<file path="src/rom_defines.svh">
`ifndef ROM_DEFINES_SVH
`define ROM_DEFINES_SVH

// one rotation of the shared SDRAM port, counted in cen12 steps
`define ROM_SLOTS 16

// default SDRAM word offsets per graphics region
// main code sits at 0, below all of these
`define CHAR_BASE 22'h18000 // 32 kB char tiles
`define MAP1_BASE 22'h1C000 // scroll 1 tile map
`define MAP2_BASE 22'h20000 // scroll 2 tile map
`define SCR1_BASE 22'h24000 // 256 kB scroll 1 tiles
`define SCR2_BASE 22'h44000 // 64 kB scroll 2 tiles

// horizontal sizes, in pixels
`define H_TOTAL   384
`define H_VISIBLE 256

// vertical sizes, in lines
`define V_TOTAL   264
`define V_VISIBLE 224

`endif

</file>
<file path="src/rom_pkg.sv">
package rom_pkg;

    // word address into the 16-bit SDRAM
    typedef logic [21:0] sdram_addr_t;

    // one word as read back from SDRAM
    typedef logic [15:0] rom_word_t;

    // main CPU sees bytes only
    typedef logic [7:0] cpu_byte_t;

    // rotation step, {h[2:0], hsub}
    typedef logic [3:0] slot_t;

    // region register index
    // 0 char, 1 map1, 2 map2, 3 scr1, 4 scr2, rest unused
    typedef logic [2:0] region_sel_t;

    // pixel counter, wraps at H_TOTAL
    typedef logic [8:0] hcount_t;

    // line counter, wraps at V_TOTAL
    typedef logic [8:0] vcount_t;

endpackage

</file>
<file path="src/video_timing.sv">
`timescale 1ns/1ps
`include "rom_defines.svh"

module video_timing (
    input  logic             clk,
    input  logic             rst,
    output logic             cen12, // clk/2 pixel enable
    output logic             hsub,  // half-pixel phase
    output rom_pkg::hcount_t h,
    output rom_pkg::vcount_t v,
    output logic             lhbl,  // high while h visible
    output logic             lvbl   // high while v visible
);

    localparam rom_pkg::hcount_t H_LAST = rom_pkg::hcount_t'(`H_TOTAL - 1);
    localparam rom_pkg::vcount_t V_LAST = rom_pkg::vcount_t'(`V_TOTAL - 1);

    logic line_end; // last sub-step of the last pixel

    // clk divider, high on every second clk
    always_ff @(posedge clk) begin
        if (rst) begin
            cen12 <= 1'b0;
        end else begin
            cen12 <= ~cen12;
        end
    end

    // two cen12 steps per pixel
    always_ff @(posedge clk) begin
        if (rst) begin
            hsub <= 1'b0;
        end else if (cen12) begin
            hsub <= ~hsub;
        end
    end

    assign line_end = cen12 && hsub && (h == H_LAST);

    // pixel counter steps when hsub goes back to 0
    always_ff @(posedge clk) begin
        if (rst) begin
            h <= '0;
        end else if (cen12 && hsub) begin
            h <= (h == H_LAST) ? '0 : h + 1'b1; // wrap at end of line
        end
    end

    // line counter
    always_ff @(posedge clk) begin
        if (rst) begin
            v <= '0;
        end else if (line_end) begin
            v <= (v == V_LAST) ? '0 : v + 1'b1;
        end
    end

    // visible area starts at 0 on both axes
    assign lhbl = (h < rom_pkg::hcount_t'(`H_VISIBLE));
    assign lvbl = (v < rom_pkg::vcount_t'(`V_VISIBLE));

endmodule

</file>
<file path="src/rom_region_cfg.sv">
`timescale 1ns/1ps
`include "rom_defines.svh"

module rom_region_cfg (
    input  logic                 clk,
    input  logic                 rst,
    input  logic                 cfg_we,   // one clk write strobe
    input  rom_pkg::region_sel_t cfg_sel,
    input  rom_pkg::sdram_addr_t cfg_data,
    output rom_pkg::sdram_addr_t char_base,
    output rom_pkg::sdram_addr_t map1_base,
    output rom_pkg::sdram_addr_t map2_base,
    output rom_pkg::sdram_addr_t scr1_base,
    output rom_pkg::sdram_addr_t scr2_base
);

    // region offsets, visible to the arbiter the clk after the strobe
    always_ff @(posedge clk) begin
        if (rst) begin
            char_base <= `CHAR_BASE;
            map1_base <= `MAP1_BASE;
            map2_base <= `MAP2_BASE;
            scr1_base <= `SCR1_BASE;
            scr2_base <= `SCR2_BASE;
        end else if (cfg_we) begin
            case (cfg_sel)
                3'd0: begin
                    char_base <= cfg_data;
                end
                3'd1: begin
                    map1_base <= cfg_data;
                end
                3'd2: begin
                    map2_base <= cfg_data;
                end
                3'd3: begin
                    scr1_base <= cfg_data;
                end
                3'd4: begin
                    scr2_base <= cfg_data;
                end
                // 5..7 decode to nothing
                default: begin
                end
            endcase
        end
    end

endmodule

</file>
<file path="src/rom_slot_arbiter.sv">
`timescale 1ns/1ps

module rom_slot_arbiter (
    input  logic                 clk,
    input  logic                 rst,
    input  logic                 cen12,
    input  logic                 hsub,
    input  logic [2:0]           h_low,       // h[2:0]
    input  logic                 downloading, // ROM load in progress
    input  logic                 loop_rst,
    input  logic [17:0]          main_addr,   // byte address
    input  logic [13:0]          char_addr,
    input  logic [13:0]          map1_addr,
    input  logic [13:0]          map2_addr,
    input  logic [16:0]          scr1_addr,
    input  logic [14:0]          scr2_addr,
    input  rom_pkg::sdram_addr_t char_base,
    input  rom_pkg::sdram_addr_t map1_base,
    input  rom_pkg::sdram_addr_t map2_base,
    input  rom_pkg::sdram_addr_t scr1_base,
    input  rom_pkg::sdram_addr_t scr2_base,
    input  rom_pkg::rom_word_t   data_read,
    output logic                 sdram_re,    // any edge is a new request
    output rom_pkg::sdram_addr_t sdram_addr,
    output rom_pkg::cpu_byte_t   main_dout,
    output rom_pkg::rom_word_t   char_dout,
    output rom_pkg::rom_word_t   map1_dout,
    output rom_pkg::rom_word_t   map2_dout,
    output rom_pkg::rom_word_t   scr1_dout,
    output rom_pkg::rom_word_t   scr2_dout,
    output logic                 ready
);

    rom_pkg::slot_t slot;      // step presenting an address now
    rom_pkg::slot_t slot_last; // step whose word returns now
    logic           hold;      // port parked, everything zero
    logic           main_lsb;  // byte select for the pending main read
    logic [3:0]     ready_sr;  // ready delay after release

    assign slot = {h_low, hsub};
    assign hold = rst || loop_rst || downloading;

    // request toggle, one per cen12 step while running
    always_ff @(posedge clk) begin
        if (hold) begin
            sdram_re <= 1'b0;
        end else if (cen12) begin
            sdram_re <= ~sdram_re;
        end
    end

    // main byte select travels with its address
    always_ff @(posedge clk) begin
        if (cen12 && slot[1:0] == 2'b01) begin
            main_lsb <= main_addr[0];
        end
    end

    always_ff @(posedge clk) begin
        if (hold) begin
            sdram_addr <= '0;
            slot_last  <= '0; // slot 0 is idle, nothing captured
            main_dout  <= '0;
            char_dout  <= '0;
            map1_dout  <= '0;
            map2_dout  <= '0;
            scr1_dout  <= '0;
            scr2_dout  <= '0;
            ready_sr   <= '0;
            ready      <= 1'b0;
        end else if (cen12) begin
            {ready, ready_sr} <= {ready_sr, 1'b1}; // high on 5th step
            slot_last <= slot;

            // word for the address of the previous step
            casez (slot_last)
                4'b??01: main_dout <= main_lsb ? data_read[7:0] : data_read[15:8];
                4'b0010: char_dout <= data_read;
                4'b1010: map1_dout <= data_read;
                4'b1110: map2_dout <= data_read;
                4'b0011, 4'b?100: scr1_dout <= data_read; // 3, 4, 12
                4'b?111, 4'b1011: scr2_dout <= data_read; // 7, 11, 15
                default: begin
                end
            endcase

            // next address, idle slots 0, 6, 8 keep the old one
            casez (slot)
                4'b??01: sdram_addr <= {5'd0, main_addr[17:1]}; // main at base 0
                4'b0010: sdram_addr <= char_base + {8'd0, char_addr};
                4'b1010: sdram_addr <= map1_base + {8'd0, map1_addr};
                4'b1110: sdram_addr <= map2_base + {8'd0, map2_addr};
                4'b0011, 4'b?100: sdram_addr <= scr1_base + {5'd0, scr1_addr};
                4'b?111, 4'b1011: sdram_addr <= scr2_base + {7'd0, scr2_addr};
                default: begin
                end
            endcase
        end
    end

endmodule

</file>
<file path="src/rom_subsystem.sv">
`timescale 1ns/1ps

module rom_subsystem (
    input  logic                 clk,
    input  logic                 rst,
    input  logic                 downloading,
    input  logic                 loop_rst,
    input  logic [17:0]          main_addr,
    input  logic [13:0]          char_addr,
    input  logic [13:0]          map1_addr,
    input  logic [13:0]          map2_addr,
    input  logic [16:0]          scr1_addr,
    input  logic [14:0]          scr2_addr,
    input  logic                 cfg_we,
    input  rom_pkg::region_sel_t cfg_sel,
    input  rom_pkg::sdram_addr_t cfg_data,
    input  rom_pkg::rom_word_t   data_read,
    output logic                 sdram_re,
    output rom_pkg::sdram_addr_t sdram_addr,
    output rom_pkg::cpu_byte_t   main_dout,
    output rom_pkg::rom_word_t   char_dout,
    output rom_pkg::rom_word_t   map1_dout,
    output rom_pkg::rom_word_t   map2_dout,
    output rom_pkg::rom_word_t   scr1_dout,
    output rom_pkg::rom_word_t   scr2_dout,
    output logic                 ready,
    output rom_pkg::hcount_t     h,
    output rom_pkg::vcount_t     v,
    output logic                 lhbl,
    output logic                 lvbl
);

    logic                 cen12;
    logic                 hsub;
    rom_pkg::sdram_addr_t char_base;
    rom_pkg::sdram_addr_t map1_base;
    rom_pkg::sdram_addr_t map2_base;
    rom_pkg::sdram_addr_t scr1_base;
    rom_pkg::sdram_addr_t scr2_base;

    video_timing i_video_timing (
        .clk   (clk),
        .rst   (rst),
        .cen12 (cen12),
        .hsub  (hsub),
        .h     (h),
        .v     (v),
        .lhbl  (lhbl),
        .lvbl  (lvbl)
    );

    rom_region_cfg i_rom_region_cfg (
        .clk       (clk),
        .rst       (rst),
        .cfg_we    (cfg_we),
        .cfg_sel   (cfg_sel),
        .cfg_data  (cfg_data),
        .char_base (char_base),
        .map1_base (map1_base),
        .map2_base (map2_base),
        .scr1_base (scr1_base),
        .scr2_base (scr2_base)
    );

    // slot follows the low pixel bits
    rom_slot_arbiter i_rom_slot_arbiter (
        .clk         (clk),
        .rst         (rst),
        .cen12       (cen12),
        .hsub        (hsub),
        .h_low       (h[2:0]),
        .downloading (downloading),
        .loop_rst    (loop_rst),
        .main_addr   (main_addr),
        .char_addr   (char_addr),
        .map1_addr   (map1_addr),
        .map2_addr   (map2_addr),
        .scr1_addr   (scr1_addr),
        .scr2_addr   (scr2_addr),
        .char_base   (char_base),
        .map1_base   (map1_base),
        .map2_base   (map2_base),
        .scr1_base   (scr1_base),
        .scr2_base   (scr2_base),
        .data_read   (data_read),
        .sdram_re    (sdram_re),
        .sdram_addr  (sdram_addr),
        .main_dout   (main_dout),
        .char_dout   (char_dout),
        .map1_dout   (map1_dout),
        .map2_dout   (map2_dout),
        .scr1_dout   (scr1_dout),
        .scr2_dout   (scr2_dout),
        .ready       (ready)
    );

endmodule

</file>
<file path="config.mk">
export PLATFORM = sky130hd
export DESIGN_NAME = rom_subsystem
export DESIGN_NICKNAME = d
export VERILOG_FILES = /design/src/rom_pkg.sv /design/src/video_timing.sv /design/src/rom_region_cfg.sv /design/src/rom_slot_arbiter.sv /design/src/rom_subsystem.sv
export VERILOG_INCLUDE_DIRS = /design/src
export SDC_FILE = /design/constraint.sdc
export NUM_CORES = 1
export LEC_CHECK = 0
export BUFFER_PORTS_ARGS = -buffer_cell sky130_fd_sc_hd__buf_2
export CAP_MARGIN = 20
export CORE_ASPECT_RATIO = 0.8
export CORE_MARGIN = 2
export CORE_UTILIZATION = 51
export CTS_CLUSTER_DIAMETER = 120
export CTS_CLUSTER_SIZE = 25
export DETAILED_ROUTE_END_ITERATION = 8
export MAX_ROUTING_LAYER = met4
export PLACE_DENSITY = 0.79
export SYNTH_ARGS = -nofsm -noshare
export SYNTH_HDL_FRONTEND = slang
export SYNTH_HIERARCHICAL = 1
export SYNTH_SLANG_ARGS = --single-unit
</file>
<file path="constraint.sdc">
create_clock -name clk -period 2.85 [get_ports clk]
set_input_delay 0.7125 -clock clk [delete_from_list [all_inputs] [get_ports clk]]
set_output_delay 0.7125 -clock clk [all_outputs]
set_load 0.05 [all_outputs]
</file>
==> flow_metrics.tcl, run 1 <==
set metrics [dict create \
    status "finished, final reports clean" \
    grt_max_degree 83 \
    path_cells "ha_1, inv_1, fa_1, nor2b_1, o31ai_2, buf_4, a211oi_2, o21ai_2, or3_1, a21oi_1, a211oi_1, a31oi_1" \
    postCtsHoldBufs 0 \
    skew_ps 38.1 \
    p_leak_uw 0.00799 \
    crit_path_end_kind "register" \
    dieArea_um2 29700 \
    synth.yosys.warnings 6 \
    vias 14272 \
    maxCapViolCount 0 \
    route.detailed.drc 0 \
    avgSynthCellArea_um2 8.61 \
    synth.cell_area_um2 14400 \
    crit_slowest_cell "fa_1" \
    min_from "main_addr[0]" \
    dp.cells 2406 \
    post_cts_resized 0 \
    relSlewSlack 0.507 \
    cp.arrival_ps 3170 \
    r2r_cells 12 \
    routed_wl_mm 48.1 \
    detail-route-antenna-nets 0 \
    slew_viol_final 0 \
    areaGrowthSynthToFinish_pct 22.8 \
    root_buffer "clkbuf_16" \
    synthFlopType "dfxtp_1" \
    portBuffers 269 \
    rows 55 \
    synthCells 1676 \
    power_density_nw_per_um2 388 \
    ys_async_sr_fraction 0 \
    initialDrtViolationCount 1589 \
    path_clk_slew_ps 110 \
    drt_first_pass_iters 6 \
    synth_edf_count 1 \
    numClockSinks 251 \
    h-tree-depth 1 \
    die-height_um 154 \
    hold_viol 0 \
    timing.fmax_mhz 366 \
    numCtsBuffers 14 \
    clk_latency_ps 500 \
    hold_slack_ps 381 \
    critPathMaxFanout 4 \
    place.gp.congestion 0.984 \
    ys_types 84 \
    drive_gt1_frac 0.240 \
    rsz0062_at_grt "no" \
    clockBufferDepth 3 \
    r2r-end "i_rom_slot_arbiter/sdram_addr[20]" \
    min_period_over_period 0.959 \
    post_cts.repair.setup_buffers 0 \
    ir_worst_vdd_v 0.000299 \
    hold_path_depth 1 \
    crit_path_start_kind "register" \
    synth-seq-cells 251 \
    overflow 0 \
    core_um2 28100 \
    required_ps 3290 \
    grt_first_pass_wirelength_mm 73.4 \
    antenna_found_initial 2 \
    worst_pin_slew_ps 737 \
    critPathMaxStageDelay_ps 390 \
    ys_seq_area_frac 0.349 \
    start_util 0.514 \
    grtUsageTotal 0.324 \
    vias_per_cell 5.88 \
    boundaryPins 270 \
    die_w_um 192 \
    min_period_ps 2730 \
    setup_violations 0 \
    worstReg2RegStart "i_rom_region_cfg/scr2_base[0]" \
    grt_pass1_vias 13341 \
    finalNonFillerCells 2427 \
    criticalPathCategory "reg -> reg" \
    cts_tree "done" \
    nets 2271 \
    synth_nets 1895 \
    worstHoldPathType "in -> reg" \
    hpwl_mm 37.9 \
    wl_per_cell_um 19.8 \
    holdPathEnd "i_rom_slot_arbiter/main_lsb" \
    r2r_slack_ps 120 \
]
-- cell usage after synthesis, types with 7 or more instances --
| master | number | area share |
|---|---|---|
| a211oi_1 | 24 | 0.012 |
| a21o_1 | 21 | 0.011 |
| a21oi_1 | 140 | 0.049 |
| a221oi_1 | 13 | 0.0079 |
| a31oi_1 | 16 | 0.0069 |
| and3_1 | 10 | 0.0043 |
| buf_2 | 17 | 0.0059 |
| clkbuf_1 | 57 | 0.015 |
| dfxtp_1 | 250 | 0.35 |
| ha_1 | 76 | 0.066 |
| inv_1 | 24 | 0.0062 |
| mux2i_1 | 161 | 0.11 |
| nand2_1 | 185 | 0.048 |
| nand2b_1 | 136 | 0.059 |
| nand3_1 | 33 | 0.011 |
| nand4_1 | 15 | 0.0065 |
| nor2_1 | 129 | 0.034 |
| nor2b_1 | 9 | 0.0039 |
| nor3_1 | 25 | 0.0087 |
| nor4_1 | 7 | 0.0030 |
| o211ai_1 | 15 | 0.0078 |
| o21a_1 | 10 | 0.0052 |
| o21ai_0 | 66 | 0.023 |
| o22ai_1 | 9 | 0.0039 |
| o31ai_1 | 7 | 0.0036 |
| xnor2_1 | 60 | 0.036 |
| xor2_1 | 34 | 0.021 |
-- flip-flops by register name, summed over array words and instances (netlist names) --
register / count
i_rom_slot_arbiter/slot_last: 4
i_rom_slot_arbiter/scr1_dout: 16
i_video_timing/h: 9
i_video_timing/cen12: 1
i_rom_slot_arbiter/ready: 1
i_video_timing/v: 9
i_rom_slot_arbiter/sdram_addr: 22
i_rom_region_cfg/scr1_base: 22
i_rom_region_cfg/map1_base: 22
i_rom_slot_arbiter/sdram_re: 1
i_rom_slot_arbiter/scr2_dout: 16
i_rom_region_cfg/char_base: 22
i_video_timing/hsub: 1
i_rom_slot_arbiter/char_dout: 16
i_rom_region_cfg/map2_base: 22
i_rom_slot_arbiter/main_dout: 8
i_rom_slot_arbiter/map1_dout: 16
i_rom_slot_arbiter/main_lsb: 1
i_rom_slot_arbiter/ready_sr: 4
i_rom_slot_arbiter/map2_dout: 16
i_rom_region_cfg/scr2_base: 22
-- power by group --
part / internal (uW) / switching, uW / total, uW / leakage (uW)
clock network: 979 / 1220 / 2200 / 0.000199
registers: 3550 / 43.4 / 3590 / 0.00203
logic: 471 / 621 / 1090 / 0.00576
total: 5000 / 1890 / 6890 / 0.00799
-- worst max-delay path by stage --
stage                                  startpoint                           endpoint  depth (start not counted)
finish              i_rom_region_cfg/scr2_base[0]  i_rom_slot_arbiter/sdram_addr[20]                         12
global route        i_rom_region_cfg/scr1_base[1]  i_rom_slot_arbiter/sdram_addr[21]                         10
CTS                 i_rom_region_cfg/map2_base[0]  i_rom_slot_arbiter/sdram_addr[18]                         11
detailed placement                   map2_addr[0]  i_rom_slot_arbiter/sdram_addr[18]                         12
global placement                     map2_addr[0]  i_rom_slot_arbiter/sdram_addr[18]                         12
floorplan                            map1_addr[0]  i_rom_slot_arbiter/sdram_addr[18]                         10
-- metrics by stage --
stage | setup slack (ps) | setup TNS [ps] | util | cell area (um2) | total power (uW)
3_3_place_gp | -347 | -2450 | 0.615 | 17300 | 4710
2_1_floorplan | -4.06 | -4.06 | - | 14500 | 4230
3_5_place_dp | -410 | -3500 | 0.615 | 17300 | 4730
5_1_grt | 1.88 | 0 | 0.631 | 17700 | 7120
4_1_cts | 94.9 | 0 | 0.630 | 17700 | 6890
6_report | 117 | 0 | 0.632 | 17700 | 6890
-- layer usage --
layer	up-vias	GRT usage	share of wire	wire length, um
li1	6731	-	-	-
met1	6800	0.475	0.45	21800
met2	651	0.472	0.42	20300
met3	90	0.0418	0.098	4690
met4	0	0.0760	0.027	1300
met5	-	-	0	0
-- final cells by class --
| cell class | instances | area, um2 |
|---|---|---|
| fillers | 2424 | 10300 |
| flip-flops and latches | 251 | 5030 |
| clock buffers | 17 | 383 |
| multi-input cells | 1320 | 9060 |
| inverters | 24 | 90.1 |
| clock inverters | 1 | 30.0 |
| diodes | 3 | 7.51 |
| repair buffers | 441 | 2670 |
| well taps | 370 | 463 |
-- layout by cell type (no fill, tap or decap), types with 9 or more instances in the layout --
cell | synthesis | routed
o211ai_1 | 15 | 15
buf_4 | 5 | 171
a21oi_1 | 140 | 139
mux2i_1 | 161 | 161
nand2_1 | 185 | 185
nor3_1 | 25 | 24
nand3_1 | 33 | 33
clkbuf_16 | 0 | 15
a211oi_1 | 24 | 23
a221oi_1 | 13 | 13
inv_1 | 24 | 24
a21o_1 | 21 | 21
a31oi_1 | 16 | 15
and3_1 | 10 | 10
xnor2_1 | 60 | 60
buf_2 | 17 | 268
o22ai_1 | 9 | 9
nor2_1 | 129 | 128
nand4_1 | 15 | 15
nand2b_1 | 136 | 136
nor2b_1 | 9 | 9
o21a_1 | 10 | 10
ha_1 | 76 | 75
xor2_1 | 34 | 34
o21ai_0 | 66 | 65
dfxtp_1 | 250 | 250
-- critical path: cells and delay by family (launching register included) --
family,cells,cell delay [ps]
AO/OA/AOI/OAI,6,1010
adder cells (fa/ha/maj),2,560
AND/OR/NAND/NOR,2,540
flip-flops,1,350
buffers and inverters,2,210
-- kinds of logic (layout without fill, tap and decap cells) --
logic type	after synthesis	after routing	synth area share
DFF	251	251	0.349
muxes	161	161	0.112
AOI/OAI and AO/OA	385	385	0.170
other	0	3	0
adders and majority gates	81	81	0.0728
and+or+nand+nor	599	599	0.209
xor gates and xnor gates	94	94	0.0570
buffers and inverters	105	483	0.0306
Power figures use the tool's default switching activity.
==> run 2: changes to the inputs <==
Settings changed: CORE_ASPECT_RATIO 0.8 to 1.2, GPL_ROUTABILITY_DRIVEN from default to 0.
==> run 2 against run 1 <==
Net effect:
- sequential share of layout area grew 0.063 points
- cell count shrank 0.12%
- global-route usage shrank 1.5 points
- register-to-register slack is essentially flat
- fmax shrank 0.50%
- critical path depth shrank 1
- clock power is essentially flat
- count of clock-buffer cells in the layout is the same
- first-iteration DRC count shrank 22%
- sequential power is essentially flat
- sequential cell count is the same
- critical endpoint is now i_rom_slot_arbiter/sdram_addr[19]
- highest routed layer unchanged
==> flow_metrics.tcl, run 2 (synthesis gave the netlist of run 1 again) <==
set metrics [dict create \
    stdcell_area_um2 17700 \
    total_power_uw 6840 \
    grt_max_degree 108 \
    vias 14162 \
    numCtsBuffers 14 \
    p_leak_uw 0.00794 \
    overflow 0 \
    ir_worst_vdd_v 0.000301 \
    required_ps 3220 \
    final_cell_mix "268 x buf_2, 249 x dfxtp_1, 185 x nand2_1" \
    grt_first_pass_wirelength_mm 71.1 \
    final_common_cell "buf_2" \
    skew_ps 36.3 \
    p_sw_uw 1850 \
    p_sw_frac 0.271 \
    boundaryPins 270 \
    combPwrFrac 0.155 \
    path_cells "ha_1, buf_4, a211oi_2, o21ai_0, a211oi_1, buf_4, o21ai_0, nand2_1, xnor2_1, a221oi_1, a31oi_1" \
    setup_violations 0 \
    min_period_over_period 0.964 \
    die-height_um 188 \
    worstHoldPathType "in -> reg" \
    h-tree-depth 1 \
    areaGrowthSynthToFinish_pct 22.6 \
    nets 2261 \
    postPlaceCellArea_um2 17200 \
    fillers 2325 \
    antenna_found_initial 1 \
    root_buffer "clkbuf_16" \
    grtUsageTotal 0.309 \
    drt_first_pass_iters 6 \
    rows 67 \
    critPathMaxStageDelay_ps 370 \
    cts_tree "done" \
    critPathMaxFanout 3 \
    crit_slowest_cell "a211oi_1" \
    pwr-share-seq 0.526 \
    drive_gt1_frac 0.240 \
    grt_pass1_vias 13682 \
    relSlewSlack 0.545 \
    worst_pin_slew_ps 681 \
    pre_cts_ws_ps -480 \
    slew_viol_final 0 \
    crit_path_start_kind "register" \
    p_int_uw 4990 \
    clock_power_share 0.319 \
    rsz0062_at_grt "no" \
    detail-route-antenna-nets 0 \
    initialDrtViolationCount 1238 \
    cp.arrival_ps 3120 \
    hpwl_mm 35.7 \
    clk_latency_ps 500 \
    postCtsHoldBufs 0 \
    start_util 0.517 \
    tns_ps 0 \
    routed_wl_mm 46.2 \
    power_density_nw_per_um2 387 \
    route.detailed.drc 0 \
    timing.fmax_mhz 364 \
    status "finished, final reports clean" \
    crit_path_end_kind "register" \
    setup_ws_ps 103 \
    hold_slack_ps 400 \
    clockBufferDepth 3 \
    dieArea_um2 29700 \
    wl_per_cell_um 19.1 \
    criticalPathCategory "reg -> reg" \
    hold_viol 0 \
    min_period_ps 2750 \
    portBuffers 269 \
    maxCapViolCount 0 \
    numClockSinks 251 \
    vias_per_cell 5.84 \
    die_w_um 158 \
    path_clk_slew_ps 110 \
    core_um2 27900 \
]
-- run 2: path summary, 6_finish.rpt --
check,startpoint,to,slack (ps),depth (start not counted)
setup reg to reg,i_rom_region_cfg/map2_base[0],i_rom_slot_arbiter/sdram_addr[19],100,11
hold reg to reg,i_rom_slot_arbiter/char_dout[13],i_rom_slot_arbiter/char_dout[13],460,2
hold / removal,main_addr[0],i_rom_slot_arbiter/main_lsb,400,1
setup / recovery,i_rom_region_cfg/map2_base[0],i_rom_slot_arbiter/sdram_addr[19],100,11
-- run 2: cell type report --
class	count	area, um2	area share
Antenna cell	1	2.50	0.000141
Tap cell	379	474	0.0268
Inverter	24	90.1	0.00509
Sequential cell	251	5040	0.285
Timing Repair Buffer	431	2590	0.146
Multi-Input combinational cell	1320	9090	0.514
Clock buffer	17	383	0.0216
Clock inverter	1	30.0	0.00170
-- run 2: critical path: cells and delay by family (launching register included) --
family	cells	cell delay [ps]
AOI/OAI and AO/OA	6	1500
xor gates and xnor gates	1	70
adders and majority gates	1	220
buffers and inverters	2	330
DFF	1	340
and+or+nand+nor	1	150
-- run 2: power groups by stage --
stage	Clock [uW]	Combinational, uW	Sequential (uW)
2_1_floorplan	0	554	3680
4_1_cts	2230	1030	3590
6_report	2180	1060	3600
3_5_place_dp	0	1020	3670
3_3_place_gp	0	1000	3670
5_1_grt	2350	1130	3600
-- run 2: metrics by stage --
stage | util | instances
after global placement | 0.617 | 2405
after CTS | 0.632 | 2423
after detailed placement | 0.617 | 2405
after floorplan | - | 1676
after global routing | 0.634 | 2424
final | 0.634 | 2424
-- run 2: repair_timing --
item                                   in CTS  in global routing
endpoints found under the hold margin       0                  0
setup endpoints to repair                   0                  8
gates resized for setup                     0                 13
buffers inserted                            0                  0
-- run 2: metal layers --
layer | share of wire | GRT usage | wire [um] | vias up
li1 | - | - | - | 6715
met1 | 0.40 | 0.373 | 18300 | 6566
met2 | 0.47 | 0.516 | 21700 | 709
met3 | 0.080 | 0.0391 | 3710 | 172
met4 | 0.055 | 0.135 | 2520 | 0
met5 | 0 | - | 0 | -
==> run 3: changes to the inputs <==
Settings changed: SYNTH_HIERARCHICAL 1 to default.
==> run 3 against run 2 <==
Net effect:
- synthesized cell count rose by 7.2%
- via count increased by 5.2%
- total power shrank 0.36%
- synthesized area is 2.7% lower
- worst setup slack worse by 8.7 ps
- sequential cell count did not move
- core utilization down 0.19 points
- routed wire length grew 1.8%
- register-to-register slack hardly changed
- hold slack worse by 15 ps
- critical endpoint is now i_rom_slot_arbiter.sdram_addr[18]
==> flow_metrics.tcl, run 3 <==
set metrics [dict create \
    boundaryPins 270 \
    min_from "main_addr[0]" \
    required_ps 3250 \
    crit_buf_inv 1 \
    synth-seq-cells 251 \
    synth_nets 2015 \
    crit_path_start_kind "register" \
    crit_family "compound AO/OA/AOI/OAI gates" \
    min_period_ps 2760 \
    rows 66 \
    worstReg2RegStart "i_rom_region_cfg.map2_base[0]" \
    drive_gt1_frac 0.221 \
    worstHoldPathType "in -> reg" \
    clockBufferDepth 3 \
    synth.yosys.warnings 0 \
    root_buffer "clkbuf_16" \
    min_period_over_period 0.967 \
    maxCapViolCount 0 \
    path_clk_slew_ps 100 \
    synth_top_area_share 0.356 \
    pre_cts_ws_ps -404 \
    holdPathEnd "i_rom_slot_arbiter.main_lsb" \
    r2r-end "i_rom_slot_arbiter.sdram_addr[18]" \
    relSlewSlack 0.536 \
    portBuffers 269 \
    vias 14898 \
    grt-busiest-layer "met2" \
    worst_pin_slew_ps 694 \
    dp.cells 2465 \
    clk_latency_ps 520 \
    postPlaceCellArea_um2 16600 \
    detail-route-antenna-nets 0 \
    status "finished, final reports clean" \
    grt_max_degree 121 \
    fillers 2320 \
    cts_tree "done" \
    tns_ps 0 \
    numClockSinks 251 \
    power_density_nw_per_um2 398 \
    wl_per_cell_um 18.9 \
    vias_per_cell 5.99 \
    timing.fmax_mhz 363 \
    rsz0062_at_grt "yes" \
    ys_top_cells_by_area "dfxtp_1 36%, nand2_1 11%, a21oi_1 8.7%" \
    route.detailed.drc 0 \
    avgSynthCellArea_um2 7.82 \
    initialDrtViolationCount 1121 \
    synthCells 1796 \
    synth_edf_count 1 \
    synthFlopType "dfxtp_1" \
    final_cell_mix "402 x nand2_1, 268 x buf_2, 250 x dfxtp_1" \
    grt_util_met1 0.356 \
    stdcell_area_um2 17100 \
    hold_path_depth 1 \
    r2r_cells 11 \
    die-height_um 186 \
    yosys.area.top_type "dfxtp_1" \
    slew_viol_final 0 \
    use_met3 0.0452 \
    core_um2 27100 \
    critPathMaxStageDelay_ps 440 \
    hold_slack_ps 386 \
    antenna_found_initial 3 \
    die_w_um 155 \
    routed_wl_mm 47.0 \
    crit_slowest_cell "a311oi_2" \
    drt_first_pass_iters 8 \
    met2_usage 0.545 \
    grt_pass1_vias 13783 \
    grt_first_pass_wirelength_mm 71.6 \
    numCtsBuffers 14 \
    cp.arrival_ps 3160 \
    setup_ws_ps 94.8 \
    grtUsageTotal 0.322 \
    crit_path_end_kind "register" \
    post_cts.repair.setup_buffers 0 \
    setup_violations 0 \
    areaGrowthSynthToFinish_pct 21.9 \
    hold_viol 0 \
    skew_ps 40.1 \
    synth.cell_area_um2 14000 \
    dieArea_um2 28900 \
    p_leak_uw 0.00738 \
    ys_async_sr_fraction 0 \
    nets 2361 \
    synth_common_cells "402 x nand2_1, 250 x dfxtp_1, 243 x a21oi_1" \
    final_common_cell "nand2_1" \
    synth.most_common_cell "nand2_1" \
    h-tree-depth 1 \
    r2r_slack_ps 90 \
    ys_types 86 \
    overflow 0 \
    path_cells "ha_1, inv_1, fa_1, nor2b_1, o31ai_1, a21oi_2, a311oi_2, nor3_1, xnor2_1, nor2_1, o31a_1" \
    criticalPathCategory "reg -> reg" \
    critPathMaxFanout 4 \
    start_util 0.518 \
    finalNonFillerCells 2487 \
    hpwl_mm 35.9 \
    ir_worst_vdd_v 0.000330 \
    ys_seq_area_frac 0.359 \
]
[run 3: cell families after synthesis]
| family | after synthesis | share of synthesized area |
|---|---|---|
| AO/OA/AOI/OAI | 490 | 0.216 |
| XOR/XNOR | 86 | 0.0536 |
| adder cells (fa/ha/maj) | 81 | 0.0748 |
| buffers and inverters | 119 | 0.0338 |
| flip-flops | 251 | 0.359 |
| multiplexers | 54 | 0.0385 |
| AND/OR/NAND/NOR | 715 | 0.225 |
[run 3: cell type report]
cell class	instances	area [um2]	share of cell area
tap	340	425	0.0248
clock inverter	1	30.0	0.00175
sequential	251	5030	0.294
clock buffer	17	383	0.0224
timing repair buffer	415	2480	0.145
antenna	3	7.51	0.000438
multi-input combinational	1426	8630	0.504
inverter	34	128	0.00745
[run 3: layer usage]
metal | part of all wire | wire [um]
met5 | 0 | 0
met1 | 0.36 | 17000
met3 | 0.086 | 4030
met4 | 0.079 | 3710
met2 | 0.47 | 22300
[run 3: timing repair]
action,CTS,global route
hold buffers,0,0
endpoints found under the setup margin,0,6
gates resized for setup,0,9
[run 3: worst max-delay path by stage]
stage	from	end	slack (ps)	cells past startpoint
after floorplan	map2_addr[0]	i_rom_slot_arbiter.sdram_addr[20]	3	11
after global placement	scr1_addr[0]	i_rom_slot_arbiter.sdram_addr[20]	-330	12
after detailed placement	scr1_addr[0]	i_rom_slot_arbiter.sdram_addr[20]	-400	12
after CTS	i_rom_region_cfg.scr1_base[0]	i_rom_slot_arbiter.sdram_addr[20]	40	11
after global routing	i_rom_region_cfg.scr1_base[0]	i_rom_slot_arbiter.sdram_addr[20]	-20	11
final	i_rom_region_cfg.map2_base[0]	i_rom_slot_arbiter.sdram_addr[18]	90	11
[run 3: metrics by stage]
step,utilization,total power (uW)
6_report,0.632,6820
2_1_floorplan,-,4190
3_3_place_gp,0.614,4610
4_1_cts,0.629,6810
3_5_place_dp,0.614,4640
5_1_grt,0.632,7060
[run 3: power by group]
part	total [uW]	internal [uW]	leakage [uW]	switching, uW
Clock	2220	979	0.000199	1240
Combinational	999	403	0.00515	595
Sequential	3600	3550	0.00203	44.2
Total	6820	4930	0.00738	1880
